==> src/hdl/clk_ctrl_config.svh <==
`ifndef CLK_CTRL_CONFIG_SVH
`define CLK_CTRL_CONFIG_SVH

// ----------------------------------------
// Comparator clock phase
// ----------------------------------------
// Phase code from the slow control
`define CMP_CODE_W 5
// Fine step count inside the phase-shift PLL
`define CMP_PHASE_W 11
// 56 steps per VCO period, 24 VCO periods per 25 ns
`define CMP_STEPS 1344
// Highest code value, maps to a full cycle
`define CMP_CODE_MAX 31
// Cycles to wait after done, lets the change flag catch up
`define PS_SETTLE 3

// ----------------------------------------
// Sampling clock and resync
// ----------------------------------------
`define SAMP_RST_DEPTH 8
`define US_PRESCALE 40
`define DSR_HOLD_TICKS 100

`endif

==> src/hdl/cmp_phase_pkg.sv <==
`default_nettype none

package cmp_phase_pkg;

	// ----------------------------------------
	// Dynamic phase-shift FSM states
	// ----------------------------------------
	typedef enum logic [2:0]
	{
		st_idle      = 3'd0,
		// Hold off until the PLL reports lock
		st_wait_lock = 3'd1,
		// Single cycle, PLL enable pulse
		st_step      = 3'd2,
		st_wait_done = 3'd3,
		st_settle    = 3'd4
	} ps_state_e;

	// ----------------------------------------
	// Tracker to FSM command
	// ----------------------------------------
	typedef struct packed
	{
		// Target differs from tracked phase
		logic change;
		// Step direction, 1 moves the phase up
		logic inc;
		// Phase-shift reset, board or JTAG
		logic rst;
	} ps_cmd_t;

endpackage

`default_nettype wire

==> src/hdl/samp_clk_pkg.sv <==
`default_nettype none

package samp_clk_pkg;

	// ----------------------------------------
	// SAMP_CLK_PHASE word
	// ----------------------------------------
	// Raw view for registers and compares,
	// field view for the clock mux selects
	typedef union packed
	{
		logic [2:0] raw;
		struct packed
		{
			// 20 MHz half, picks the PLL input
			logic       half;
			// 45 degree tap of the sampling PLL
			logic [1:0] tap;
		} fields;
	} samp_phase_u;

	// ----------------------------------------
	// Sampling clock control outputs
	// ----------------------------------------
	typedef struct packed
	{
		logic cap_phase;
		logic mmcm_rst;
		logic in_sel;
		logic c20_sel;
	} samp_ctrl_t;

endpackage

`default_nettype wire

==> src/hdl/cmp_phase_tracker.sv <==
`timescale 1ns/1ps
`default_nettype none
`include "clk_ctrl_config.svh"

module cmp_phase_tracker
	import cmp_phase_pkg::*;
(
	input  wire logic                   CLK40,
	input  wire logic                   RST,
	input  wire logic                   jtag_rst,
	input  wire logic [`CMP_CODE_W-1:0] code,
	input  wire logic                   ps_en,
	output ps_cmd_t                     cmd,
	output logic                        phs_change,
	output logic [`CMP_PHASE_W-1:0]     cur_phase
);

	localparam int ROM_DEPTH = 1 << `CMP_CODE_W;
	localparam int PW = `CMP_PHASE_W;

	logic [PW-1:0] cmp_rom [ROM_DEPTH];
	logic [PW-1:0] target;
	logic          ps_rst;
	logic          inc;
	logic          change_m1;

	// Either reset also restarts the PLL phase
	assign ps_rst = RST | jtag_rst;

	// ----------------------------------------
	// Code to fine step table
	// ----------------------------------------
	// 32 codes spread over 1344 steps, rounded to nearest
	for (genvar i = 0; i < ROM_DEPTH; i++)
	begin : g_rom
		assign cmp_rom[i] = PW'((i * `CMP_STEPS + `CMP_CODE_MAX / 2) / `CMP_CODE_MAX);
	end

	// Target follows the code one cycle later
	always_ff @(posedge CLK40)
	begin
		target <= cmp_rom[code];
	end

	// Direction and change flags, then a second stage for the FSM
	always_ff @(posedge CLK40 or posedge ps_rst)
	begin
		if (ps_rst)
		begin
			inc        <= 1'b0;
			change_m1  <= 1'b0;
			phs_change <= 1'b0;
		end
		else
		begin
			inc        <= (target > cur_phase);
			change_m1  <= (target != cur_phase);
			// Extra delay so a fresh step is seen before the next decision
			phs_change <= change_m1;
		end
	end

	// ----------------------------------------
	// Phase presumed inside the PLL
	// ----------------------------------------
	// PLL comes out of reset at phase 0
	always_ff @(posedge CLK40 or posedge ps_rst)
	begin
		if (ps_rst)
			cur_phase <= '0;
		else if (ps_en)
		begin
			if (inc)
				cur_phase <= cur_phase + 1'b1;
			else
				cur_phase <= cur_phase - 1'b1;
		end
	end

	always_comb
	begin
		cmd.change = change_m1;
		cmd.inc    = inc;
		cmd.rst    = ps_rst;
	end

endmodule

`default_nettype wire

==> src/hdl/dyn_phase_shift_fsm.sv <==
`timescale 1ns/1ps
`default_nettype none
`include "clk_ctrl_config.svh"

module dyn_phase_shift_fsm
	import cmp_phase_pkg::*;
(
	input  wire logic    CLK40,
	input  wire ps_cmd_t cmd,
	input  wire logic    phs_change,
	input  wire logic    locked,
	input  wire logic    ps_done,
	output logic         ps_en,
	output logic         ps_incdec,
	output logic         busy,
	output ps_state_e    state
);

	localparam int SET_W = $clog2(`PS_SETTLE + 1);

	ps_state_e  next_state;
	logic [SET_W-1:0] settle_cnt;
	logic       fsm_rst;
	logic       settle_last;

	assign fsm_rst = cmd.rst;
	assign settle_last = (settle_cnt == SET_W'(`PS_SETTLE - 1));

	// ----------------------------------------
	// State register
	// ----------------------------------------
	always_ff @(posedge CLK40 or posedge fsm_rst)
	begin
		if (fsm_rst)
			state <= st_idle;
		else
			state <= next_state;
	end

	// Settle counter, cleared outside the settle state
	always_ff @(posedge CLK40 or posedge fsm_rst)
	begin
		if (fsm_rst)
			settle_cnt <= '0;
		else if (state == st_settle)
			settle_cnt <= settle_cnt + 1'b1;
		else
			settle_cnt <= '0;
	end

	// ----------------------------------------
	// Next state
	// ----------------------------------------
	always_comb
	begin
		next_state = state;
		case (state)
			st_idle:
				if (phs_change)
					next_state = st_wait_lock;
			st_wait_lock:
				// No stepping while the PLL is out of lock
				if (locked)
				begin
					// Target may have moved back meanwhile
					if (cmd.change)
						next_state = st_step;
					else
						next_state = st_idle;
				end
			st_step:
				next_state = st_wait_done;
			st_wait_done:
				if (ps_done)
					next_state = st_settle;
			st_settle:
				if (settle_last)
					next_state = st_idle;
			default:
				next_state = st_idle;
		endcase
	end

	// ----------------------------------------
	// Outputs
	// ----------------------------------------
	// One enable pulse per step, direction taken in the same cycle
	assign ps_en     = (state == st_step);
	assign ps_incdec = (state == st_step) & cmd.inc;
	assign busy      = (state != st_idle);

endmodule

`default_nettype wire

==> src/hdl/samp_clk_phase_ctrl.sv <==
`timescale 1ns/1ps
`default_nettype none
`include "clk_ctrl_config.svh"

module samp_clk_phase_ctrl
	import samp_clk_pkg::*;
(
	input  wire logic        CLK40,
	input  wire logic        RST,
	input  wire logic        resync,
	input  wire logic        samp_phs_chng,
	input  wire samp_phase_u phase,
	output samp_ctrl_t       ctrl
);

	logic rst_d1;
	logic rst_d2;
	logic trl_edg_rst;
	logic resync_d1;
	logic lead_edg;
	logic lead_edg_d1;
	logic cap_phase;
	logic clk20_phase;
	logic c20_sel;
	logic pipe_in;
	logic [`SAMP_RST_DEPTH-1:0] rst_pipe;

	// ----------------------------------------
	// Edge detection
	// ----------------------------------------
	// Reset release, two cycles wide
	assign trl_edg_rst = ~RST & rst_d2;
	// Resync rising, one cycle wide
	assign lead_edg = resync & ~resync_d1;

	// Copies of the reset itself
	always_ff @(posedge CLK40)
	begin
		rst_d1 <= RST;
		rst_d2 <= rst_d1;
	end

	always_ff @(posedge CLK40 or posedge RST)
	begin
		if (RST)
		begin
			resync_d1   <= 1'b0;
			lead_edg_d1 <= 1'b0;
			cap_phase   <= 1'b0;
		end
		else
		begin
			resync_d1   <= resync;
			lead_edg_d1 <= lead_edg;
			// Two cycles on resync so the select sees both halves
			cap_phase   <= lead_edg | lead_edg_d1 | trl_edg_rst | samp_phs_chng;
		end
	end

	// ----------------------------------------
	// 20 MHz half select
	// ----------------------------------------
	// Toggle aligned to resync
	always_ff @(posedge CLK40 or posedge RST)
	begin
		if (RST)
			clk20_phase <= 1'b0;
		else if (lead_edg)
			clk20_phase <= 1'b0;
		else
			clk20_phase <= ~clk20_phase;
	end

	// Half captured while the strobe is high
	always_ff @(posedge CLK40 or posedge RST)
	begin
		if (RST)
			c20_sel <= 1'b0;
		else if (cap_phase)
			c20_sel <= clk20_phase;
	end

	// ----------------------------------------
	// Sampling PLL reset stretcher
	// ----------------------------------------
	assign pipe_in = lead_edg | trl_edg_rst | cap_phase | samp_phs_chng;

	always_ff @(posedge CLK40 or posedge RST)
	begin
		if (RST)
			rst_pipe <= '0;
		else
			rst_pipe <= {rst_pipe[`SAMP_RST_DEPTH-2:0], pipe_in};
	end

	always_comb
	begin
		ctrl.cap_phase = cap_phase;
		// Held until the last trigger leaves the pipe
		ctrl.mmcm_rst  = |rst_pipe;
		// PLL input half, flipped by the captured 20 MHz phase
		ctrl.in_sel    = phase.fields.half ^ c20_sel;
		ctrl.c20_sel   = c20_sel;
	end

endmodule

`default_nettype wire

==> src/hdl/dsr_holdoff.sv <==
`timescale 1ns/1ps
`default_nettype none
`include "clk_ctrl_config.svh"

module dsr_holdoff
(
	input  wire logic CLK40,
	input  wire logic RST,
	input  wire logic cap_phase,
	output logic      dsr_resync
);

	localparam int PRE_W = $clog2(`US_PRESCALE);
	localparam int HO_W  = $clog2(`DSR_HOLD_TICKS + 1);

	logic [PRE_W-1:0] pre_cnt;
	logic             us_tick;
	logic [HO_W-1:0]  ho_tmr;
	logic             ho_done;

	// ----------------------------------------
	// 1 MHz tick, free running
	// ----------------------------------------
	assign us_tick = (pre_cnt == PRE_W'(`US_PRESCALE - 1));

	always_ff @(posedge CLK40 or posedge RST)
	begin
		if (RST)
			pre_cnt <= '0;
		else if (us_tick)
			pre_cnt <= '0;
		else
			pre_cnt <= pre_cnt + 1'b1;
	end

	// ----------------------------------------
	// 100 us holdoff
	// ----------------------------------------
	assign ho_done = (ho_tmr == HO_W'(`DSR_HOLD_TICKS));

	// Counts ticks while held, restarts on a new capture
	always_ff @(posedge CLK40 or posedge RST)
	begin
		if (RST)
			ho_tmr <= '0;
		else if (!dsr_resync || cap_phase)
			ho_tmr <= '0;
		else if (us_tick && !ho_done)
			ho_tmr <= ho_tmr + 1'b1;
	end

	// Capture wins over the end of count
	always_ff @(posedge CLK40 or posedge RST)
	begin
		if (RST)
			dsr_resync <= 1'b0;
		else if (cap_phase)
			dsr_resync <= 1'b1;
		else if (ho_done)
			dsr_resync <= 1'b0;
	end

endmodule

`default_nettype wire

==> src/hdl/clock_ctrl_top.sv <==
`timescale 1ns/1ps
`default_nettype none
`include "clk_ctrl_config.svh"

module clock_ctrl_top
	import cmp_phase_pkg::*, samp_clk_pkg::*;
(
	input  wire logic                   CLK40,
	input  wire logic                   RST,
	// Comparator phase control
	input  wire logic [`CMP_CODE_W-1:0] cmp_clk_phase,
	input  wire logic                   cmp_jtag_rst,
	// Sampling phase control
	input  wire samp_phase_u            samp_phase,
	input  wire logic                   samp_phs_chng,
	input  wire logic                   resync,
	// Phase-shift PLL status
	input  wire logic                   ps_done,
	input  wire logic                   trg_mmcm_lock,
	// Phase-shift PLL control
	output logic                        ps_en,
	output logic                        ps_incdec,
	output logic                        ps_rst,
	// Status
	output logic                        cmp_phs_change,
	output logic                        cmp_phs_busy,
	output ps_state_e                   cmp_phs_state,
	output logic [`CMP_PHASE_W-1:0]     cmp_phase_cur,
	output samp_ctrl_t                  samp_ctrl,
	output logic                        dsr_resync
);

	ps_cmd_t ps_cmd;

	// Phase-shift reset also goes out to the PLL
	assign ps_rst = ps_cmd.rst;

	// ----------------------------------------
	// Comparator clock phase
	// ----------------------------------------
	cmp_phase_tracker cmp_phase_tracker_inst
	(
		.CLK40      (CLK40),
		.RST        (RST),
		.jtag_rst   (cmp_jtag_rst),
		.code       (cmp_clk_phase),
		.ps_en      (ps_en),
		.cmd        (ps_cmd),
		.phs_change (cmp_phs_change),
		.cur_phase  (cmp_phase_cur)
	);

	dyn_phase_shift_fsm dyn_phase_shift_fsm_inst
	(
		.CLK40      (CLK40),
		.cmd        (ps_cmd),
		.phs_change (cmp_phs_change),
		.locked     (trg_mmcm_lock),
		.ps_done    (ps_done),
		.ps_en      (ps_en),
		.ps_incdec  (ps_incdec),
		.busy       (cmp_phs_busy),
		.state      (cmp_phs_state)
	);

	// ----------------------------------------
	// Sampling clock and resync holdoff
	// ----------------------------------------
	samp_clk_phase_ctrl samp_clk_phase_ctrl_inst
	(
		.CLK40         (CLK40),
		.RST           (RST),
		.resync        (resync),
		.samp_phs_chng (samp_phs_chng),
		.phase         (samp_phase),
		.ctrl          (samp_ctrl)
	);

	dsr_holdoff dsr_holdoff_inst
	(
		.CLK40      (CLK40),
		.RST        (RST),
		.cap_phase  (samp_ctrl.cap_phase),
		.dsr_resync (dsr_resync)
	);

endmodule

`default_nettype wire

==> config.mk <==
export PLATFORM = sky130hd
export DESIGN_NAME = clock_ctrl_top
export DESIGN_NICKNAME = d
export VERILOG_FILES = /design/src/hdl/cmp_phase_pkg.sv /design/src/hdl/samp_clk_pkg.sv /design/src/hdl/cmp_phase_tracker.sv /design/src/hdl/dyn_phase_shift_fsm.sv /design/src/hdl/samp_clk_phase_ctrl.sv /design/src/hdl/dsr_holdoff.sv /design/src/hdl/clock_ctrl_top.sv
export VERILOG_INCLUDE_DIRS = /design/src /design/src/hdl
export SDC_FILE = /design/constraint.sdc
export NUM_CORES = 1
export LEC_CHECK = 0
export BUFFER_PORTS_ARGS = -buffer_cell sky130_fd_sc_hd__buf_4
export CAP_MARGIN = 25
export CORE_MARGIN = 8
export CORE_UTILIZATION = 45
export CTS_CLUSTER_SIZE = 16
export DETAILED_ROUTE_END_ITERATION = 8
export GPL_TIMING_DRIVEN = 1
export SKIP_CTS_REPAIR_TIMING = 1
export SLEW_MARGIN = 25
export SYNTH_ARGS = -nofsm -noshare
export SYNTH_HDL_FRONTEND = slang
export SYNTH_SLANG_ARGS = --single-unit
==> constraint.sdc <==
create_clock -name CLK40 -period 2.99 [get_ports CLK40]
set_input_delay 0.897 -clock CLK40 [delete_from_list [all_inputs] [get_ports CLK40]]
set_output_delay 0.897 -clock CLK40 [all_outputs]
set_load 0.01 [all_outputs]
[Word-level counts from Yosys, hierarchy flattened]
Memory sizes are Yosys's and may differ from the RTL's. A register that Yosys moved wholly into a read port is not among the register bits.
Index checks and enable logic that the tools add are counted.
Storage, ports and cells
  memory bits (read-only): 352
  memories kept: 1
  register bits after elaboration: 48
  bits in writable memories: 0
  input port bits: 15
  bits in latches: 0
Memories
  (no name shown): depth 32, bits a word 11, rd ports 1, clocked after Yosys merged registers in 1, wr ports 0, RTL line cmp_phase_tracker.sv:42  | target <= cmp_rom[code];
Cells by class
  bitwise logic cells: 15
  muxes and demuxes: 14
  divide/modulo/power cells: 0
  shift-type cells: 0
  reduce and logical (&&, ||, !) cells: 10
  $lt $le $gt $ge: 1
  eq/ne operators: 12
  $mul: 0
  $add $sub $neg: 5
Operators with widths (number)
  one-hot mux 3 bit (5 select lines): 1
  two-way mux 7 bit: 2
  two-way mux 3 bit: 4
  adder 11 x 1 -> 11 bit, second input constant: 1
  greater-than comparator 11 bit: 1
  two-way mux 11 bit: 1
  inequality test 11 bit: 1
  subtractor 11 x 1 -> 11 bit, second input constant: 1
  OR reduction 8 bit: 1
  adder 7 x 1 -> 7 bit, second input constant: 1
  == test 7 bit, second input constant: 1
  OR 1 bit: 7
  adder 6 x 1 -> 6 bit, second input constant: 1
  == test 3 x 2 -> 1 bit, second input constant: 2
  == test 6 bit, second input constant: 1
  two-way mux 6 bit: 1
  inequality test 2 bit, second input constant: 3
  NOT 5 -> 6 bit: 1
  two-way mux 2 bit: 2
  AND reduction 4 bit: 1
  nonzero test 2 bit: 2
  AND 1 bit: 3
  == test 3 x 1 -> 1 bit, second input constant: 1
  == test 3 bit, second input constant: 1
  other kinds (11): 16

[Logic depth before layout (Yosys ltp)]
Gate-level depths: netlist (run 1).
  depth after elaboration: 5
  gate-level depth with buffers: 7
  depth with buffers taken out: 7

[Cells and area by module]
From an unflattened synthesis (run 1), not the netlist that was laid out.
Unflattened totals
  cell total of the unflattened synthesis: 366
  area total of the unflattened synthesis: 3579.7 um^2
Modules (own cells, without submodules)
  cmp_phase_tracker: area each 2078.2 um^2, times used 1, seq. area each 570.5 um^2, cells each 240
  dsr_holdoff: area each 772.0 um^2, times used 1, seq. area each 350.3 um^2, cells each 74
  samp_clk_phase_ctrl: area each 462.9 um^2, times used 1, seq. area each 365.4 um^2, cells each 28
  dyn_phase_shift_fsm: area each 266.5 um^2, times used 1, seq. area each 125.1 um^2, cells each 24

[Worst setup path after synthesis (run 1)]
OpenSTA, ideal clock, no wires.
  kind: input port to output port
  start: input cmp_jtag_rst
  end: output ps_rst
  path slack: 70 ps
  required time: 2093 ps
  stages: 2
  data arrival time: 2023 ps
  path buffers: 0
  cells stage by stage: nor2_1 inv_1
On the way
  cells in the longest elaborated chain, start to end: 1
RTL lines
  from (decl): RTL line clock_ctrl_top.sv:12  | input wire logic cmp_jtag_rst,
  OR 1 bit: RTL line cmp_phase_tracker.sv:28  | assign ps_rst = RST | jtag_rst;
  to (decl): RTL line clock_ctrl_top.sv:23  | output logic ps_rst,
Every way passes these cells.

[Worst setup path after layout (run 1)]
  start: register dyn_phase_shift_fsm_inst.state[1]
  end: output ps_incdec
On the way
  cells in the longest elaborated chain, start to end: 2
RTL lines
  from (decl): RTL line dyn_phase_shift_fsm.sv:16  | output ps_state_e state
  from (signal assigned): RTL line dyn_phase_shift_fsm.sv:35  | state <= st_idle;
  from (signal assigned): RTL line dyn_phase_shift_fsm.sv:37  | state <= next_state;
  == test 3 x 2 -> 1 bit: RTL line dyn_phase_shift_fsm.sv:89  | assign ps_incdec = (state == st_step) & cmd.inc;
  AND 1 bit: RTL line dyn_phase_shift_fsm.sv:89
  to (decl): RTL line clock_ctrl_top.sv:22  | output logic ps_incdec,
Every way passes these cells.

==> summary by stage, run 1 <==
Logic synthesis
Of the total synthesized cell area, the portion taken by full adders, half adders and majority gates is 12.7%. The share of the synthesized netlist area taken by xor and xnor gates is under 10%. The number of instances in the synthesized netlist is 355. Summing the areas of all compound-gate instances in the mapped netlist gives between 10% and 20% of the synthesized area. The mux cell area share after synthesis is 2.23%.

Summing every instance area after synthesis gives ~0.0033 mm2. The synthesized design contains 0 enable-type register cells. In the synthesized netlist the dominant register cell turns out to be dfrtp_1. Among all cell types in the netlist, the one instantiated most often is dfrtp_1. After synthesis, the cell types taking the most area are dfrtp_1 (35%), ha_1 (12%), dfxtp_1 (7.9%). The number of nets in the synthesized netlist is approximately 400.

The dominant combinational cell family by area after synthesis is compound AO/OA/AOI/OAI gates. The commonest cells after synthesis are dfrtp_1 (46), nand2_1 (35), nor2_1 (34). The synthesized design contains 59 register bits. The biggest area contributor in the post-synthesis netlist is dfrtp_1. The basic-gate share of the synthesized area counting and, or, nand and nor cells is around 16%.

The area share of the largest cell type after synthesis is 34.8%. The mean cell area of the mapped netlist is just over 9 um2. For this run, the number of Yosys warnings is 0. In this run, distinct cell masters in the synthesized netlist total 49. In the synthesized netlist the async set-or-reset flop fraction comes to 78.0%. The sequential share of the synthesized area is roughly 43%.

Layout
Measured on the finished design, the core utilization comes to a little over half. From synthesis to final layout, the design area changed by 17.5%. The number of antenna diodes is 0. Of the cells placed in the final design, the portion with a size suffix greater than 1 is 15.6%. The post-route standard cell area excluding fillers is approximately 0.0039 mm2. The number of inserted filler cells in the final layout is 670.

The count of nets after finishing is between 400 and 500.

Outcome
The run finished with clean final reports.

GRT
The via count of the first global-routing pass came to ~2.5k. The global-route wire length before repair is around 11 mm. Global routing finished with a remaining overflow of 0.

The initial antenna violation count is 0. Entering global routing, the biggest net connects 30 pins. For this run, the total global-route usage over all layers was measured as between 10 and 15%.

STA
In the finished design, the share of the clock period the worst path needs comes to between 80% and 90%. The timing-limited maximum frequency is 385 MHz. The final total negative setup slack is 0 ns. The final-report hold violation count is 0. The final number of max-transition violations is 0.

Setup violations remaining at the end of the flow were counted as 0. The pin slew with the least headroom to its limit is roughly 0.47 ns. Setup repair after global routing left no endpoint under its margin. The clock skew is 0.0106 ns. Subtracting the final worst setup slack from the clock period gives between 2 and 3 ns.

The max-slew headroom at the worst pin is 68.8%.

Worst setup path
Data arrives at the worst endpoint at ~1.7 ns. In this run the worst path has a maximum fanout of 23. The worst setup path is of the reg -> out kind. The endpoint type of the worst setup path is a primary output.

At the worst endpoint, the required time is approximately 2.1 ns. The element type at the critical path start is a register.

Floorplan
Measured along the x axis, the die boundary spans 102 um. 39 I/O pins were placed. Measured along the y axis, the die boundary spans approximately 100 um. The core outline area is approximately 0.007 mm2. For this configuration, the core starts out at a cell density of between 40% and 50%.

The die covers 0.0104 mm2. The standard-cell row count is 31.

Route
The number of vias after detailed routing is roughly 2.6k. The post-route antenna net violation count is 0. The ratio of routed vias to standard cells is approximately 5.3. In the final routed layout, each cell accounts on average for 13.7 um. In the detailed route, the total length drawn on met3 is between 400 and 500 um.

In the final routing, the length of wire on met1 measures ~3.2 mm. The highest metal layer with signal wires is met4. The first TritonRoute pass finished after 4 iterations. The total wirelength of the detailed-routed design is between 6 and 7 mm. The first routing iteration left 75 violations. The routed design uses just over 3 mm of met2 wire. The residual DRC count is 0.

Placed design
Summed over all nets, the half-perimeter wirelength after detailed placement is roughly 5 mm. The count of buffers from port buffering is 36. The cell area after placement is 0.00367 mm2. Routability-driven placement finished with a final weighted congestion of between 0.8 and 0.9.

CTS
The number of CTS-inserted buffers is 9. The clock sink count is 59. TritonCTS built the clock tree. The maximum root-to-sink buffer count is 2.

The root buffer cell chosen for the clock tree is clkbuf_8. The number of H-tree branching levels is 3. For the worst-skew pair, the clock arrives at the later sink with an insertion delay of around 0.34 ns. After clock tree synthesis, the clock-pin slew on the worst setup and hold paths is about 0.07 ns.

Pwr
The power density over the cells is roughly 860 mW/mm2. Summed over all cells, the static leakage comes to 1.81 nW. The post-layout total power is between 3 and 4 mW. The worst supply voltage drop on vdd is ~0.00066 V.

Flow run
The max-cap violation count is 0.

Worst hold path
The worst min-delay path class is reg -> reg.
## cell type report
| cell class | instances | area, um2 | area share, % |
|---|---|---|---|
| sequential | 59 | 1410 | 36.3 |
| timing repair buffer | 38 | 285 | 7.34 |
| inverter | 27 | 101 | 2.61 |
| clock inverter | 5 | 77.6 | 2.00 |
| tap | 99 | 124 | 3.19 |
| clock buffer | 11 | 141 | 3.64 |
| multi-input combinational | 257 | 1750 | 44.9 |
## critical path: stages, from the launching register on
cell and delay (ns):
dfrtp_1 0.47, or3b_4 0.55, nor2_1 0.19, buf_4 0.15
## placed cells by master, fill, tap and decap left out, drive strengths merged, types with 2 or more instances in the layout
cell and n:
clkinv 2, dfrtp 46, dfxtp 13, nand2 35, o21ai 28, a311oi 2, mux2i 4, xor2 11
xnor2 6, inv 27, bufinv 2, o211ai 7, nand3 11, a21o 10, a21oi 24, and3 5
nor2b 2, and4 2, nand2b 5, a31oi 3, buf 38, ha 32, nor2 34, a211oi 5
nand4 2, clkbuf 11, o311ai 3, nor3 3, nor4 2, or3 2
## sequential cells by signal (all words and copies together) (netlist names), 2 cells and up
register	cells
cmp_phase_tracker_inst.cur_phase	11
cmp_phase_tracker_inst.target	11
samp_clk_phase_ctrl_inst.rst_pipe	8
dsr_holdoff_inst.ho_tmr	7
dsr_holdoff_inst.pre_cnt	6
dyn_phase_shift_fsm_inst.state	3
dyn_phase_shift_fsm_inst.settle_cnt	2
## worst paths after layout
path | start | endpoint | slack, ns | cells past startpoint
setup / recovery | dyn_phase_shift_fsm_inst.state[1] | ps_incdec | 0.39 | 3
hold / removal | samp_clk_phase_ctrl_inst.rst_d1 | samp_clk_phase_ctrl_inst.rst_d2 | 0.34 | 0
setup reg to reg | cmp_phase_tracker_inst.inc | cmp_phase_tracker_inst.cur_phase[10] | 0.68 | 7
hold reg to reg | samp_clk_phase_ctrl_inst.rst_d1 | samp_clk_phase_ctrl_inst.rst_d2 | 0.34 | 0
max in group asynchronous | cmp_jtag_rst | cmp_phase_tracker_inst.cur_phase[6] | 2.06 | 3
min in group asynchronous | RST | samp_clk_phase_ctrl_inst.lead_edg_d1 | 0.66 | 3
## through the flow
stage | std cells | worst slack, ns | hold slack (ns)
after floorplan | 355 | 0.0701 | 0.310
after global placement | 480 | 0.680 | 0.323
after detailed placement | 480 | 0.679 | 0.319
after CTS | 496 | 0.369 | 0.340
after global routing | 496 | 0.277 | 0.351
final | 496 | 0.392 | 0.336
## routing by layer
metal	GRT usage [%]	up-vias
li1	-	1327
met1	17.2	1209
met2	21.6	61
met3	5.15	7
met4	5.15	0
met5	0	-
## where the power goes
part           leakage [nW]  internal [mW]  switching, mW
clock network         0.109          0.489          0.312
logic                  1.04          0.655          0.815
registers             0.660          0.928          0.144
total                  1.81           2.07           1.27
## cells by family (layout without fill, tap and decap cells)
family | count (synthesis) | count (layout)
AND/OR/NAND/NOR | 110 | 110
XOR/XNOR | 17 | 17
buffers and inverters | 39 | 81
multiplexers | 6 | 6
flip-flops | 59 | 59
AO/OA/AOI/OAI | 91 | 91
adder cells (fa/ha/maj) | 33 | 33
Power figures use the tool's default switching activity.
==> run 2, diff against run 1 <==
Settings changed: CORE_ASPECT_RATIO from default to 0.5, SYNTH_HIERARCHICAL from default to 1.
==> summary by stage, run 2 <==
Outcome
The run finished with clean final reports.

Floorplan
39 I/O pins were placed. In this run the standard cell core region covers 0.00786 mm2. For this configuration, the core starts out at a cell density of between 40% and 50%. The chip height is 79.1 um. The die is approximately 140 um wide. The standard-cell row count is 23. The die footprint is 0.0112 mm2.

CTS
The clock latency reported for the late side of the worst-skew pair is roughly 0.32 ns. The clock slew seen by the registers of the worst setup and hold paths is 0.05 ns. The number of CTS-inserted buffers is 9. The clock drives 59 sinks. The cell at the root of the clock tree is clkbuf_16. The maximum root-to-sink buffer count is 2. TritonCTS built the clock tree.

The number of H-tree branching levels is 3.

Route
The number of DRC markers after the initial detailed-route iteration is 87. The first TritonRoute pass finished after 4 iterations. After detailed routing, the number of remaining DRC violations is 0.

The total wirelength of the detailed-routed design is 7.16 mm. The average wire length per cell after detail routing is around 14 um. The number of vias after detailed routing is 2709. The ratio of routed vias to standard cells is around 5.3.

Once detail routing completed, the nets flagged for antenna violations numbered 0.

Layout
Summing all multi-input logic gate instances after layout gives around 0.0020 mm2. The number of antenna diodes in the final layout is 0. The most common cell after layout, fill and taps aside is dfrtp_1. The sequential cells in the finished layout cover a total of 0.00141 mm2. The share of cells above drive strength 1 is between 10% and 20%. The area growth from synthesis to final layout is 16.2%. The number of inserted filler cells in the final layout is about 730. In the final design database the tool counted 444 nets. In the layout the commonest cells are dfrtp_1 (46), buf_4 (38), ha_1 (32), nand2_1 (29), inv_1 (27). Once layout is complete, the utilization of the core stands at 53.0%.

The non-filler instance count after layout is approximately 510. The largest registers in the layout are cmp_phase_tracker_inst/cur_phase: 11 flops, cmp_phase_tracker_inst/target: 11 flops, samp_clk_phase_ctrl_inst/rst_pipe: 8 flops.

Placed design
The final weighted congestion in routability-driven placement is around 0.83. Timing analysis after detailed placement gives a worst setup slack of roughly 0.58 ns. The detailed placement HPWL is approximately 5.3 mm.

The post-placement cell count is just under 500. The count of buffers from port buffering is 36.

Logic synthesis
The number of nets in the synthesized netlist is about 410. The sequential share of the synthesized area is 39.4%. Yosys attributes the largest share of cell area to dfrtp_1 (32%), ha_1 (11%), dfxtp_1 (7.3%). The most used flip-flop cell after synthesis is dfrtp_1. The mapped netlist covers 0.00358 mm2. The count of unique library cells instantiated by Yosys is 64. Summed over all instances, the cell type with the most area after synthesis is dfrtp_1. The cell count after synthesis came out at 366. After synthesis, the most frequently instantiated cells are dfrtp_1 (46), ha_1 (32), nand2_1 (29). The synthesized design devotes to its leading area cell type about a third of total area. The flip-flop and latch count after synthesis is about 60. The mean cell area of the mapped netlist is 9.78 um2. Yosys instantiated no cell more often than dfrtp_1.

The number of enable-type register cells in the synthesized netlist is 0. The async set-or-reset flop fraction in the synthesized netlist is roughly 78%. During synthesis, Yosys emitted a total of 6 warnings.

Worst setup path
Among all stages on the critical path, the largest delay is contributed by a2111oi_0. The arrival time of the worst setup path is around 2.7 ns. STA puts the critical path data required time at ~3.2 ns.

The worst setup path is launched from a register. The number of buffers and inverters on the critical path is 1. The endpoint type of the worst setup path is a register.

The most numerous cell type found on the critical path is a21o_1. The signal on the critical path passes through inv_1 -> ha_1 -> a21o_1 -> a21o_1 -> a2111oi_0 -> o311ai_0 -> nand3_1. Grouping stages by cell kind, the critical path spends the most delay in compound AO/OA/AOI/OAI gates. The largest single stage delay on the critical path is around 0.57 ns. The critical path is of the reg -> reg type.

Along the worst path, the maximum fanout reaches 11.

Pwr
Per report_power, the clock group accounts for 25.0% of the total. The share of power burned in registers is 29.4%. The net switching power figure is approximately 1.4 mW. Net switching is between 30% and 40% of the power. For this design the static power due to leakage is 1.87 nW. Combinational cells account for between 40% and 50% of the total power. The worst supply voltage drop on vdd is 0.000368 V.

The power density over the cells is about 900 mW/mm2. Cell internal power was estimated by the tool at between 2 and 2.5 mW.

STA
Between clock sinks in the finished design, the worst skew comes to between 0.002 and 0.0025 ns. In the finished design, the share of the clock period the worst path needs comes to 81.3%. Across all setup checks in the final design, the least slack found is 0.558 ns. The max-slew headroom at the worst pin is approximately 59%. The final number of max-transition violations is 0.

Derived from the worst setup path, the maximum achievable clock frequency is between 400 and 500 MHz. Setup violations remaining at the end of the flow were counted as 0. The pin slew with the least headroom to its limit is slightly above 0.6 ns. For the finished layout, the period the worst path requires is 2.43 ns. After routing, the total negative slack on setup checks comes to 0 ns.

The final-report hold violation count is 0. Setup repair after global routing left no endpoint under its margin.

Flow run
The max-cap violation count is 0.

GRT
The maximum number of pins on one net before global-route repair is 31. The global-route total usage across every layer is between 10% and 20%. The via count of the first global-routing pass was approximately 2.7k. For this run the aggregate overflow at the end of global routing stands at 0. The initial antenna violation count is 0. The first global-routing pass estimated between 10 and 15 mm of wire.

Worst hold path
The worst min-delay path class is reg -> reg.
==> run 2: cell count changes in the layout (fill, tap and decap cells not counted), moves of 6 or more <==
| cell | previous run | this run |
|---|---|---|
| o21ai_0 | 28 | 22 |
| nor2_1 | 33 | 19 |
| clkbuf_16 | 0 | 9 |
| mux2i_1 | 4 | 10 |
| clkbuf_8 | 10 | 0 |
| nand2_1 | 35 | 29 |
==> run 2: through the flow <==
stage	instance area (um2)	total power, mW	hold slack (ns)
after floorplan	3580	2.33	0.310
after global placement	3890	2.70	0.313
after detailed placement	3890	2.74	0.317
after CTS	4160	3.68	0.329
after global routing	4160	3.93	0.353
final	4160	3.64	0.327
==> run 2: layout make-up <==
cell class	instances	area share, %
repair buffers	38	6.86
multi-input cells	261	46.9
well taps	112	3.37
clock buffers	9	5.41
clock inverters	7	1.05
flip-flops and latches	59	33.9
inverters	27	2.44
==> run 2: kinds of logic after synthesis <==
family	count (synthesis)	share of synthesized area, %
simple gates	108	17.3
compound gates	94	18.2
flops	59	39.4
buf+inv	46	6.01
fa+ha+maj	33	11.7
mux	14	4.37
xor+xnor	12	2.94
==> run 2: power by group through the flow <==
| stage | combinational [mW] | sequential [mW] | clock [mW] |
|---|---|---|---|
| after floorplan | 1.25 | 1.08 | 0 |
| after global placement | 1.62 | 1.08 | 0 |
| after detailed placement | 1.66 | 1.08 | 0 |
| after CTS | 1.67 | 1.07 | 0.933 |
| after global routing | 1.86 | 1.09 | 0.978 |
| final | 1.66 | 1.07 | 0.910 |
==> run 2: worst paths after layout <==
| kind | endpoint | from | slack, ns | cells after the start |
|---|---|---|---|---|
| max in group asynchronous | dsr_holdoff_inst/pre_cnt[1] | RST | 1.98 | 2 |
| min in group asynchronous | samp_clk_phase_ctrl_inst/lead_edg_d1 | RST | 0.63 | 2 |
| worst min register to register | samp_clk_phase_ctrl_inst/rst_d2 | samp_clk_phase_ctrl_inst/rst_d1 | 0.33 | 0 |
| worst min-delay path | samp_clk_phase_ctrl_inst/rst_d2 | samp_clk_phase_ctrl_inst/rst_d1 | 0.33 | 0 |
| worst max-delay path | cmp_phase_tracker_inst/cur_phase[7] | cmp_phase_tracker_inst/inc | 0.56 | 7 |
| worst max register to register | cmp_phase_tracker_inst/cur_phase[7] | cmp_phase_tracker_inst/inc | 0.56 | 7 |
==> run 2: metal layers <==
| metal | vias up | wire length [um] | GRT usage [%] |
|---|---|---|---|
| met3 | 7 | 183 | 3.41 |
| li1 | 1373 | - | - |
| met4 | 0 | 98 | 5.42 |
| met5 | - | 0 | 0 |
| met1 | 1291 | 3210 | 15.1 |
| met2 | 38 | 3670 | 24.7 |
==> run 3, diff against run 2 <==
Clock period 2.99 ns to 2.4 ns, I/O delays scaled along.
==> summary by stage, run 3 (synthesis results as in run 2) <==
Floorplan
The die covers 0.0112 mm2. The core outline area is ~0.0079 mm2. The floorplan step set the die width to around 140 um. The number of primary I/O pins is 39. The effective utilization at floorplan is between 40 and 50%. The standard-cell row count is 23.

The floorplan step set the die height to just under 80 um.

Route
After detailed routing, the number of remaining DRC violations is 0. Summed over all layers, the routed wires come to around 7.5 mm. The count of nets left with antenna violations once routing finished came out at 0. The number of optimization iterations in the first detailed-route pass is 4.

Dividing the detail-routed via count by the number of cells gives around 5.3. Dividing the detail-routed wire length by the instance count gives between 10 and 15 um. For this block, the initial DRC count from the detailed router was approximately 130. The number of vias after detailed routing is about 2.8k.

GRT
The global-route total usage across every layer is between 10% and 20%. Entering global routing, the biggest net connects 31 pins. The via count of the first global-routing pass is between 2k and 3k.

The first global-routing pass estimated approximately 13 mm of wire. The initial antenna violation count is 0. Summed over all layers, the global routing overflow is 0.

Layout
The post-route netlist has 19.5% of its cells at a drive strength greater than 1. The filler cells instantiated in the layout total about 730. In the final layout, the registers with the most flip-flops are cmp_phase_tracker_inst/cur_phase: 11 flops, cmp_phase_tracker_inst/target: 11 flops, samp_clk_phase_ctrl_inst/rst_pipe: 8 flops.

The count of nets after finishing is about 450. 0 antenna diodes ended up in the layout. In the final layout, the multi-input gates occupy approximately 0.0020 mm2. Relative to the synthesized area, the layout overhead comes to 18.3%. In the layout the commonest cells are dfrtp_1 (46), buf_4 (43), ha_1 (32), nand2_1 (29), inv_1 (26). Across the whole layout, storage elements account for about 0.0014 mm2. The final core area utilization is between 50% and 60%. The most common cell after layout, fill and taps aside is dfrtp_1.

STA
After routing, the total negative slack on setup checks comes to 0 ns. The pin slew with the least headroom to its limit is roughly 0.6 ns. In this run the tightest slew margin relative to its limit is about three fifths.

Timing would allow up to 444 MHz. The final-report hold violation count is 0. In the finished design, the share of the clock period the worst path needs comes to a little over nine tenths. The clock skew is ~0.0047 ns.

The minimum clock period is ~2.3 ns. The count of final setup violators is 0. Setup repair after global routing left no endpoint under its margin. The final number of max-transition violations is 0.

CTS
The clock latency reported for the late side of the worst-skew pair is 0.32 ns. Clock tree synthesis found a total of 59 sinks. The clock slew seen by the registers of the worst setup and hold paths is about 0.05 ns. The TritonCTS clock tree is done. In this run the number of H-tree levels came out at 3. The cell at the root of the clock tree is clkbuf_16. Clock tree synthesis inserted a total of 9 buffers.

The clock passes through at most 2 buffers.

Pwr
In this run, flip-flops and latches consume roughly 28% of the power. The worst supply voltage drop on vdd is between 0.0004 and 0.0005 V. Combinational cells account for between 40% and 50% of the total power.

Net switching is ~36% of the power. The net switching power figure is ~1.7 mW. The leakage power total is ~1.9 nW.

The cell-internal power is 3.05 mW. The clock group share of total power is a little over a quarter. The power density over the cells is roughly 1100 mW/mm2.

Worst hold path
The path class of the tightest hold or removal check is reg -> reg.

Worst setup path
The worst setup path is captured at a register. STA classifies the critical path startpoint as a register. The critical path in this run is classified as reg -> reg. Data on the critical path arrives at its endpoint at roughly 2.5 ns.

Among all stages on the critical path, the largest delay is contributed by a2111oi_1. The critical path goes through inv_2 -> buf_4 -> ha_1 -> and3_2 -> a2111oi_1 -> a211oi_1 -> mux2i_1 -> xnor2_1. On the worst path, the slowest cell contributes a delay of 0.42 ns. For the worst setup path, the data required time is roughly 2.6 ns.

Along the worst path, the maximum fanout reaches 8.

Outcome
The run finished with clean final reports.

Placed design
The final weighted congestion in routability-driven placement is a little over 0.8. The wire-length estimate of the detail-placed layout is ~5.6 mm. The count of buffers added on input and output ports is 36.

Flow run
The max-cap violation count is 0.
run 3: changes by cell type in the layout (fill, tap and decap cells not counted), moves of 2 or more:
cell	previous run	this run
clkinv_2	4	2
clkinvlp_4	2	0
buf_4	38	43
clkbuf_8	0	2
run 3: path summary, 6_finish.rpt:
path	cells after the start	to	slack [ns]	startpoint
min	0	samp_clk_phase_ctrl_inst/rst_d2	0.32	samp_clk_phase_ctrl_inst/rst_d1
max in group asynchronous	2	dsr_holdoff_inst/pre_cnt[3]	1.57	RST
max reg2reg	8	cmp_phase_tracker_inst/cur_phase[10]	0.15	cmp_phase_tracker_inst/inc
min reg2reg	0	samp_clk_phase_ctrl_inst/rst_d2	0.32	samp_clk_phase_ctrl_inst/rst_d1
min in group asynchronous	2	samp_clk_phase_ctrl_inst/lead_edg_d1	0.45	RST
max	8	cmp_phase_tracker_inst/cur_phase[10]	0.15	cmp_phase_tracker_inst/inc
run 3: power by group through the flow:
stage	clock (mW)	sequential (mW)	combinational, mW
floorplan	0	1.35	1.55
global placement	0	1.34	2.09
detailed placement	0	1.35	2.15
CTS	1.31	1.33	2.18
global route	1.36	1.36	2.42
finish	1.28	1.34	2.18
run 3: cell type report:
class,instances,area share [%]
clock inverters,4,1.15
repair buffers,43,7.62
inverters,27,2.39
multi-input cells,261,46.1
clock buffers,12,6.06
flip-flops and latches,59,33.3
well taps,112,3.31
run 3: layer usage:
| layer | vias up | routed length [um] | global-route usage [%] |
|---|---|---|---|
| met5 | - | 0 | 0 |
| met4 | 0 | 57 | 4.46 |
| met3 | 4 | 229 | 4.01 |
| met2 | 46 | 3930 | 26.4 |
| met1 | 1339 | 3320 | 15.4 |
| li1 | 1379 | - | - |
run 3: per-stage QoR:
stage | std cells | cell area, um2 | worst slack [ns] | hold slack [ns] | power [mW]
6_report | 518 | 4240 | 0.148 | 0.325 | 4.80
4_1_cts | 518 | 4230 | 0.0799 | 0.329 | 4.83
5_1_grt | 518 | 4240 | 0.117 | 0.344 | 5.14
3_3_place_gp | 502 | 3930 | 0.155 | 0.313 | 3.43
2_1_floorplan | 366 | 3580 | 0.00932 | 0.310 | 2.90
3_5_place_dp | 502 | 3930 | 0.101 | 0.317 | 3.51
run 3: critical path: cells and delay by family, from the launching register on:
kind                       cells  cell delay, ns
xor gates and xnor gates       1            0.15
DFF                            1            0.40
and+or+nand+nor                1            0.21
buffers and inverters          2            0.29
adders and majority gates      1            0.35
muxes                          1            0.24
AOI/OAI and AO/OA              2            0.54
